`src/hdl/touch_pkg.sv`:
```
`default_nettype none

package touch_pkg;

	// touchpad adc resolution, shared by x, y and z
	localparam int COORD_W = 12;
	// scale shift range is 0 to 3
	localparam int SHIFT_W = 2;
	// four calibration registers
	localparam int CFG_ADDR_W = 2;
	// held-frame counter width
	localparam int HOLD_W = 8;

	// raw samples, offsets, threshold and locked positions
	typedef logic [COORD_W-1:0] coord_t;
	// right shift from raw touch scale to screen scale
	typedef logic [SHIFT_W-1:0] shift_t;
	// calibration register address
	typedef logic [CFG_ADDR_W-1:0] cfg_addr_t;
	// frames the panel has been held down
	typedef logic [HOLD_W-1:0] hold_count_t;

	// register map
	localparam cfg_addr_t CFG_ADDR_OFFSET_X = 2'd0;
	localparam cfg_addr_t CFG_ADDR_OFFSET_Y = 2'd1;
	localparam cfg_addr_t CFG_ADDR_THRESHOLD = 2'd2;
	localparam cfg_addr_t CFG_ADDR_SHIFT = 2'd3;

	// power-up calibration, measured on the bench panel
	localparam coord_t DEFAULT_OFFSET_X = 12'd150;
	localparam coord_t DEFAULT_OFFSET_Y = 12'd300;
	// a press shows up as z at or above 256
	localparam coord_t DEFAULT_THRESHOLD = 12'd256;
	// divide by 4 to land on the display grid
	localparam shift_t DEFAULT_SHIFT = 2'd2;

	// counter stops here instead of wrapping
	localparam hold_count_t HOLD_COUNT_MAX = {HOLD_W{1'b1}};

endpackage

`default_nettype wire

```
`src/hdl/touch_calib_if.sv`:
```
`timescale 1ns/10ps
`default_nettype none

interface touch_calib_if
	import touch_pkg::*;
();

	// subtracted from raw x and y before scaling
	coord_t offset_x;
	coord_t offset_y;
	// minimum z that counts as a press
	coord_t threshold;
	// raw to screen scale
	shift_t shift;

	// register block owns the values
	modport regs (
		output offset_x,
		output offset_y,
		output threshold,
		output shift
	);

	// lock logic only reads them
	modport lock (
		input offset_x,
		input offset_y,
		input threshold,
		input shift
	);

endinterface

`default_nettype wire

```
`src/hdl/touch_sample_if.sv`:
```
`timescale 1ns/10ps
`default_nettype none

interface touch_sample_if
	import touch_pkg::*;
();

	// last position captured while pressed
	coord_t locked_x;
	coord_t locked_y;
	// panel pressed in the frame just sampled
	logic touched;
	// raw z registered with the sample
	coord_t pressure;

	// driven by the lock stage
	modport source (
		output locked_x,
		output locked_y,
		output touched,
		output pressure
	);

	// consumed by the press tracker
	modport sink (
		input locked_x,
		input locked_y,
		input touched,
		input pressure
	);

endinterface

`default_nettype wire

```
`src/hdl/touch_calib_regs.sv`:
```
`timescale 1ns/10ps
`default_nettype none

module touch_calib_regs
	import touch_pkg::*;
(
	input logic tft_new_frame,
	input logic reset,
	input logic cfg_write,
	input cfg_addr_t cfg_addr,
	input coord_t cfg_data,
	touch_calib_if.regs calib
);

	// calibration storage
	coord_t offset_x;
	coord_t offset_y;
	coord_t threshold;
	shift_t shift;

	// new value seen on the frame after the write
	always_ff @(posedge tft_new_frame) begin
		if (reset) begin
			offset_x <= DEFAULT_OFFSET_X;
			offset_y <= DEFAULT_OFFSET_Y;
			threshold <= DEFAULT_THRESHOLD;
			shift <= DEFAULT_SHIFT;
		end else if (cfg_write) begin
			case (cfg_addr)
				CFG_ADDR_OFFSET_X: begin
					offset_x <= cfg_data;
				end
				CFG_ADDR_OFFSET_Y: begin
					offset_y <= cfg_data;
				end
				CFG_ADDR_THRESHOLD: begin
					threshold <= cfg_data;
				end
				CFG_ADDR_SHIFT: begin
					// only two bits of shift are meaningful
					shift <= cfg_data[SHIFT_W-1:0];
				end
			endcase
		end
	end

	// out to the lock stage as plain levels
	assign calib.offset_x = offset_x;
	assign calib.offset_y = offset_y;
	assign calib.threshold = threshold;
	assign calib.shift = shift;

	// a write with a floating address would corrupt an unknown register
	a_addr_known : assert property (
		@(posedge tft_new_frame) disable iff (reset)
		cfg_write |-> !$isunknown(cfg_addr)
	) else $error("touch_calib_regs: cfg_addr unknown during write");

endmodule

`default_nettype wire

```
`src/hdl/touch_frame_top.sv`:
```
`timescale 1ns/10ps
`default_nettype none

module touch_frame_top
	import touch_pkg::*;
(
	// one edge per display frame
	input logic tft_new_frame,
	input logic reset,
	// raw touchpad readings
	input coord_t touch_x,
	input coord_t touch_y,
	input coord_t touch_z,
	// calibration write port
	input logic cfg_write,
	input cfg_addr_t cfg_addr,
	input coord_t cfg_data,
	// cursor, one frame behind the inputs
	output coord_t cursor_x,
	output coord_t cursor_y,
	output logic touched,
	// gestures, two frames behind the inputs
	output logic press,
	output logic release_pulse,
	output hold_count_t hold_frames
);

	// calibration levels into the lock stage
	touch_calib_if calib ();
	// locked sample between the two pipeline stages
	touch_sample_if sample ();

	touch_calib_regs u_calib_regs (
		.tft_new_frame (tft_new_frame),
		.reset (reset),
		.cfg_write (cfg_write),
		.cfg_addr (cfg_addr),
		.cfg_data (cfg_data),
		.calib (calib.regs)
	);

	// stage 1, threshold, offset, scale, hold
	touch_position_lock u_position_lock (
		.tft_new_frame (tft_new_frame),
		.reset (reset),
		.touch_x (touch_x),
		.touch_y (touch_y),
		.touch_z (touch_z),
		.calib (calib.lock),
		.sample (sample.source)
	);

	// stage 2, edges and held-frame count
	touch_press_tracker u_press_tracker (
		.tft_new_frame (tft_new_frame),
		.reset (reset),
		.sample (sample.sink),
		.press (press),
		.release_pulse (release_pulse),
		.hold_frames (hold_frames)
	);

	// cursor straight from the lock stage
	assign cursor_x = sample.locked_x;
	assign cursor_y = sample.locked_y;
	assign touched = sample.touched;

endmodule

`default_nettype wire

```
`src/hdl/touch_position_lock.sv`:
```
`timescale 1ns/10ps
`default_nettype none

module touch_position_lock
	import touch_pkg::*;
(
	input logic tft_new_frame,
	input logic reset,
	input coord_t touch_x,
	input coord_t touch_y,
	input coord_t touch_z,
	touch_calib_if.lock calib,
	touch_sample_if.source sample
);

	// pressure test for the current frame
	logic pressed;
	// offset-corrected raw position wraps mod 4096
	coord_t adj_x;
	coord_t adj_y;
	// screen-scaled position
	coord_t scaled_x;
	coord_t scaled_y;

	// registered outputs
	coord_t locked_x;
	coord_t locked_y;
	logic touched;
	coord_t pressure;

	always_comb begin
		pressed = (touch_z >= calib.threshold);
		adj_x = touch_x - calib.offset_x;
		adj_y = touch_y - calib.offset_y;
		// unsigned shift with no sign extension after wrap
		scaled_x = adj_x >> calib.shift;
		scaled_y = adj_y >> calib.shift;
	end

	// touched follows every frame but position only moves while pressed
	always_ff @(posedge tft_new_frame) begin
		if (reset) begin
			touched <= 1'b0;
			locked_x <= '0;
			locked_y <= '0;
		end else begin
			touched <= pressed;
			if (pressed) begin
				locked_x <= scaled_x;
				locked_y <= scaled_y;
			end
		end
	end

	// raw z kept alongside the sample
	always_ff @(posedge tft_new_frame) begin
		pressure <= touch_z;
	end

	assign sample.locked_x = locked_x;
	assign sample.locked_y = locked_y;
	assign sample.touched = touched;
	assign sample.pressure = pressure;

	// cursor must stay put across lift-off
	a_hold_on_release : assert property (
		@(posedge tft_new_frame) disable iff (reset)
		(!$past(reset) && !sample.touched) |->
			($stable(sample.locked_x) && $stable(sample.locked_y))
	) else $error("touch_position_lock: position moved while not touched");

endmodule

`default_nettype wire

```
`src/hdl/touch_press_tracker.sv`:
```
`timescale 1ns/10ps
`default_nettype none

module touch_press_tracker
	import touch_pkg::*;
(
	input logic tft_new_frame,
	input logic reset,
	touch_sample_if.sink sample,
	output logic press,
	output logic release_pulse,
	output hold_count_t hold_frames
);

	// touched as seen one frame earlier
	logic touched_d;
	// next counter value
	hold_count_t hold_next;

	always_comb begin
		if (!sample.touched) begin
			hold_next = '0;
		end else if (hold_frames == HOLD_COUNT_MAX) begin
			// long press pins at the top
			hold_next = HOLD_COUNT_MAX;
		end else begin
			hold_next = hold_frames + hold_count_t'(1);
		end
	end

	always_ff @(posedge tft_new_frame) begin
		if (reset) begin
			touched_d <= 1'b0;
			press <= 1'b0;
			release_pulse <= 1'b0;
			hold_frames <= '0;
		end else begin
			touched_d <= sample.touched;
			// rising edge of touched
			press <= sample.touched & ~touched_d;
			// falling edge of touched
			release_pulse <= ~sample.touched & touched_d;
			hold_frames <= hold_next;
		end
	end

	// a single frame cannot be both a press and a release
	a_pulse_exclusive : assert property (
		@(posedge tft_new_frame) disable iff (reset)
		!(press && release_pulse)
	) else $error("touch_press_tracker: press and release together");

	// counter only climbs or drops straight to zero
	a_hold_monotonic : assert property (
		@(posedge tft_new_frame) disable iff (reset)
		(hold_frames >= $past(hold_frames)) || (hold_frames == '0)
	) else $error("touch_press_tracker: hold_frames went backwards");

endmodule

`default_nettype wire

```
`config.mk`:
```
export PLATFORM = sky130hd
export DESIGN_NAME = touch_frame_top
export DESIGN_NICKNAME = d
export VERILOG_FILES = /design/src/hdl/touch_pkg.sv /design/src/hdl/touch_calib_if.sv /design/src/hdl/touch_sample_if.sv /design/src/hdl/touch_calib_regs.sv /design/src/hdl/touch_frame_top.sv /design/src/hdl/touch_position_lock.sv /design/src/hdl/touch_press_tracker.sv
export SDC_FILE = /design/constraint.sdc
export NUM_CORES = 1
export LEC_CHECK = 0
export ABC_CLOCK_PERIOD_IN_PS = 3000
export BUFFER_PORTS_ARGS = -buffer_cell sky130_fd_sc_hd__buf_2
export CORE_UTILIZATION = 40
export DETAILED_ROUTE_END_ITERATION = 12
export HOLD_SLACK_MARGIN = 0.03
export MAX_ROUTING_LAYER = met4
export PLACE_DENSITY = 0.59
export REMOVE_ABC_BUFFERS = 1
export SETUP_SLACK_MARGIN = 0.1
export SLEW_MARGIN = 20
export SYNTH_ARGS = -nofsm -noshare
export SYNTH_HDL_FRONTEND = slang
export SYNTH_SLANG_ARGS = --single-unit
```
`constraint.sdc`:
```
create_clock -name tft_new_frame -period 3 [get_ports tft_new_frame]
set_input_delay 0.45 -clock tft_new_frame [delete_from_list [all_inputs] [get_ports tft_new_frame]]
set_output_delay 0.45 -clock tft_new_frame [all_outputs]
set_load 0.01 [all_outputs]
```
==> flow_summary.toml <==
[synthesis]
ys.flop_type = "dfxtp_1"
ys_ff_latch = 74
synth_top_area_share_pct = 32.3
seq_area_frac_synth_pct = 32.3
synth_top_family_by_area = "compound AO/OA/AOI/OAI gates"
postSynthCellCount = 574
synthSimpleGateAreaFrac_pct = 20.5
synthAdderAreaFrac_pct = 10.4
yosys-top-cells-area = "dfxtp_1 (32%), ha_1 (9.6%), nand2_1 (7.5%)"
syn_avg_cell_area_um2 = 7.98
synth_common_cells = "nand2_1 (91), dfxtp_1 (74), a21oi_1 (56)"
synth_xor_area_share_pct = 4.40
ys_async_sr_fraction_pct = 0
synthMuxAreaShare_pct = 5.05
synth_enable_flop_cells = 0
yosysTopAreaCell = "dfxtp_1"
synth_area_um2 = 4580
ys_types = 62
synth.most_common_cell = "nand2_1"
ys_warn_count = 0
synth-compound-area-share_pct = 21.0

[timing]
hold_viol = 0
period_minus_slack_ns = 2.52
final.setup_skew_ns = 0.00633
rsz0062_at_grt = "no"
period_share_pct = 84.2
max_slew_margin_pct = 45.1
maxSlewViolCount = 0
fmax_ghz = 0.396
tns_ns = 0
timing.hold.ws_ns = 0.397
worst_pin_slew_ns = 0.820
setup_viol = 0

[placed_design]
postPlaceCellArea_um2 = 5120
hpwl_mm = 9.35
dp_cells = 777
port_buffers = 87
place_congestion = 0.831

[detailed_routing]
drt_iter0_drc = 177
wl_per_cell_um = 15.2
remaining_drc_errors = 0
detail-route-antenna-nets = 0
viasPerCell = 5.42
wirelength_mm = 12.0
drt_pass1_iterations = 5
vias = 4295

[clock_network]
clock_latency_ns = 0.33
cts_made_buffers = 9
clk_transition_reported_paths_ns = 0.06
cts_resized = 0
cts-htree-levels = 3
cts_max_path_buffers = 2
ctsHoldBuffers = 0
numClockSinks = 74
cts-root-buf = "clkbuf_16"
cts_setup_buffers = 0
cts_tree = "done"

[global_routing]
antenna_found_initial = 0
grt_usage_pct = 21.6
grt_pass1_vias = 3951
grt_max_degree = 29
overflow = 0
grt_pass1_wl_mm = 19.2

[flow_run]
maxCapViolations = 0

[cells_and_area]
diodes = 0
finalNonFillerCells = 793
drive_gt1_share_pct = 19.3
fill_cells = 1113
multi_input_area_um2 = 2820
seqCellArea_um2 = 1480
syn_to_final_growth_pct = 19.5
final_area_um2 = 5480
fin_nets = 738
final_util_pct = 49.9

[setup_path]
path_class = "reg2reg"
worstPathArrival_ns = 2.79
cp_max_fo = 2
crit_path_start_kind = "flop"
end_kind = "flop"
required_ns = 3.26

[die]
start_util_pct = 41.7
die-height_um = 109
die_w_um = 109
io_pins = 88
dieArea_um2 = 11900
rows = 38
core_um2 = 11000

[pwr]
p_leak_nw = 2.48
peakVddDrop_v = 0.000354
powerDensity_nw_per_um2 = 545

[outcome]
status = "finished clean"

[worst_hold_path]
min-delay-path-class = "in2reg"
==> stage by stage <==
step / power (W) / setup WS [ns]
global route: 0.00313 / 0.282
global placement: 0.00174 / 0.228
CTS: 0.00302 / 0.386
floorplan: 0.00153 / 0.397
finish: 0.00299 / 0.475
detailed placement: 0.00175 / 0.192
==> state kept, by name, indices dropped and copies added (netlist names), 2 cells and up <==
signal and flops:
u_calib_regs.calib.offset_x 12, u_calib_regs.calib.offset_y 12, u_calib_regs.calib.threshold 12, u_position_lock.sample.locked_x 12, u_position_lock.sample.locked_y 12, u_press_tracker.hold_frames 8, u_calib_regs.calib.shift 2
==> kinds of logic (layout without fill, tap and decap cells) <==
logic type | count (synthesis) | after routing
adder cells (fa/ha/maj) | 37 | 37
AND/OR/NAND/NOR | 204 | 204
flip-flops | 74 | 74
buffers and inverters | 75 | 154
AO/OA/AOI/OAI | 143 | 143
XOR/XNOR | 23 | 23
multiplexers | 18 | 18
==> cells in the final DEF (no fill, tap or decap), drive strengths merged, types with 4 or more instances in the layout <==
master	instances
dfxtp	74
nor3	13
nor3b	4
nor2	41
ha	35
buf	94
nand2b	5
o211ai	15
xor2	11
o21a	6
nand2	91
nand3	19
a21oi	57
a211oi	9
a31oi	5
mux2i	13
and3	5
o21ai	9
xnor2	12
a21o	7
nand3b	4
a211o	9
mux4	4
inv	44
clkbuf	11
==> layer usage <==
metal | up-vias | track usage (%) | wire length [um] | part of all wire, %
met5 | - | - | 0 | 0
met3 | 9 | 4.36 | 595 | 4.9
met4 | 0 | 6.76 | 141 | 1.2
met2 | 118 | 34.4 | 5550 | 46
met1 | 1998 | 27.4 | 5730 | 48
li1 | 2170 | - | - | -
==> path summary, 6_finish.rpt <==
check | from | endpoint | slack (ns) | cells past startpoint
setup reg to reg | u_calib_regs.calib.offset_y[0] | u_position_lock.sample.locked_y[4] | 0.48 | 9
setup / recovery | u_calib_regs.calib.offset_y[0] | u_position_lock.sample.locked_y[4] | 0.48 | 9
hold / removal | cfg_data[11] | u_calib_regs.calib.threshold[11] | 0.40 | 3
hold reg to reg | u_press_tracker.touched_d | u_press_tracker.press | 0.40 | 1
==> worst max-delay path, cell delays in order (launching register included) <==
cell and delay (ns):
dfxtp_1 0.31, ha_1 0.21, fa_1 0.40, and2b_1 0.22
o21ai_0 0.10, a2111oi_0 0.40, a31oi_1 0.12, a211o_1 0.34
a211o_1 0.23, a21oi_1 0.13
==> final cells by class <==
type                    instances  area share (%)
clock buffers                  11            4.61
multi-input cells             425            51.4
well taps                     140            3.20
flip-flops and latches         74            27.0
inverters                      44            3.01
repair buffers                 94            8.91
clock inverters                 5            1.83
==> report_power, final <==
group / internal (W) / leakage, nW / switching [W] / total, W
sequential: 0.00105 / 0.605 / 0.0000394 / 0.00109
clock: 0.000854 / 0.176 / 0.000401 / 0.00126
combinational: 0.000275 / 1.69 / 0.000370 / 0.000645
total: 0.00218 / 2.48 / 0.000810 / 0.00299
Note: power is estimated with default switching activity, not from simulation.
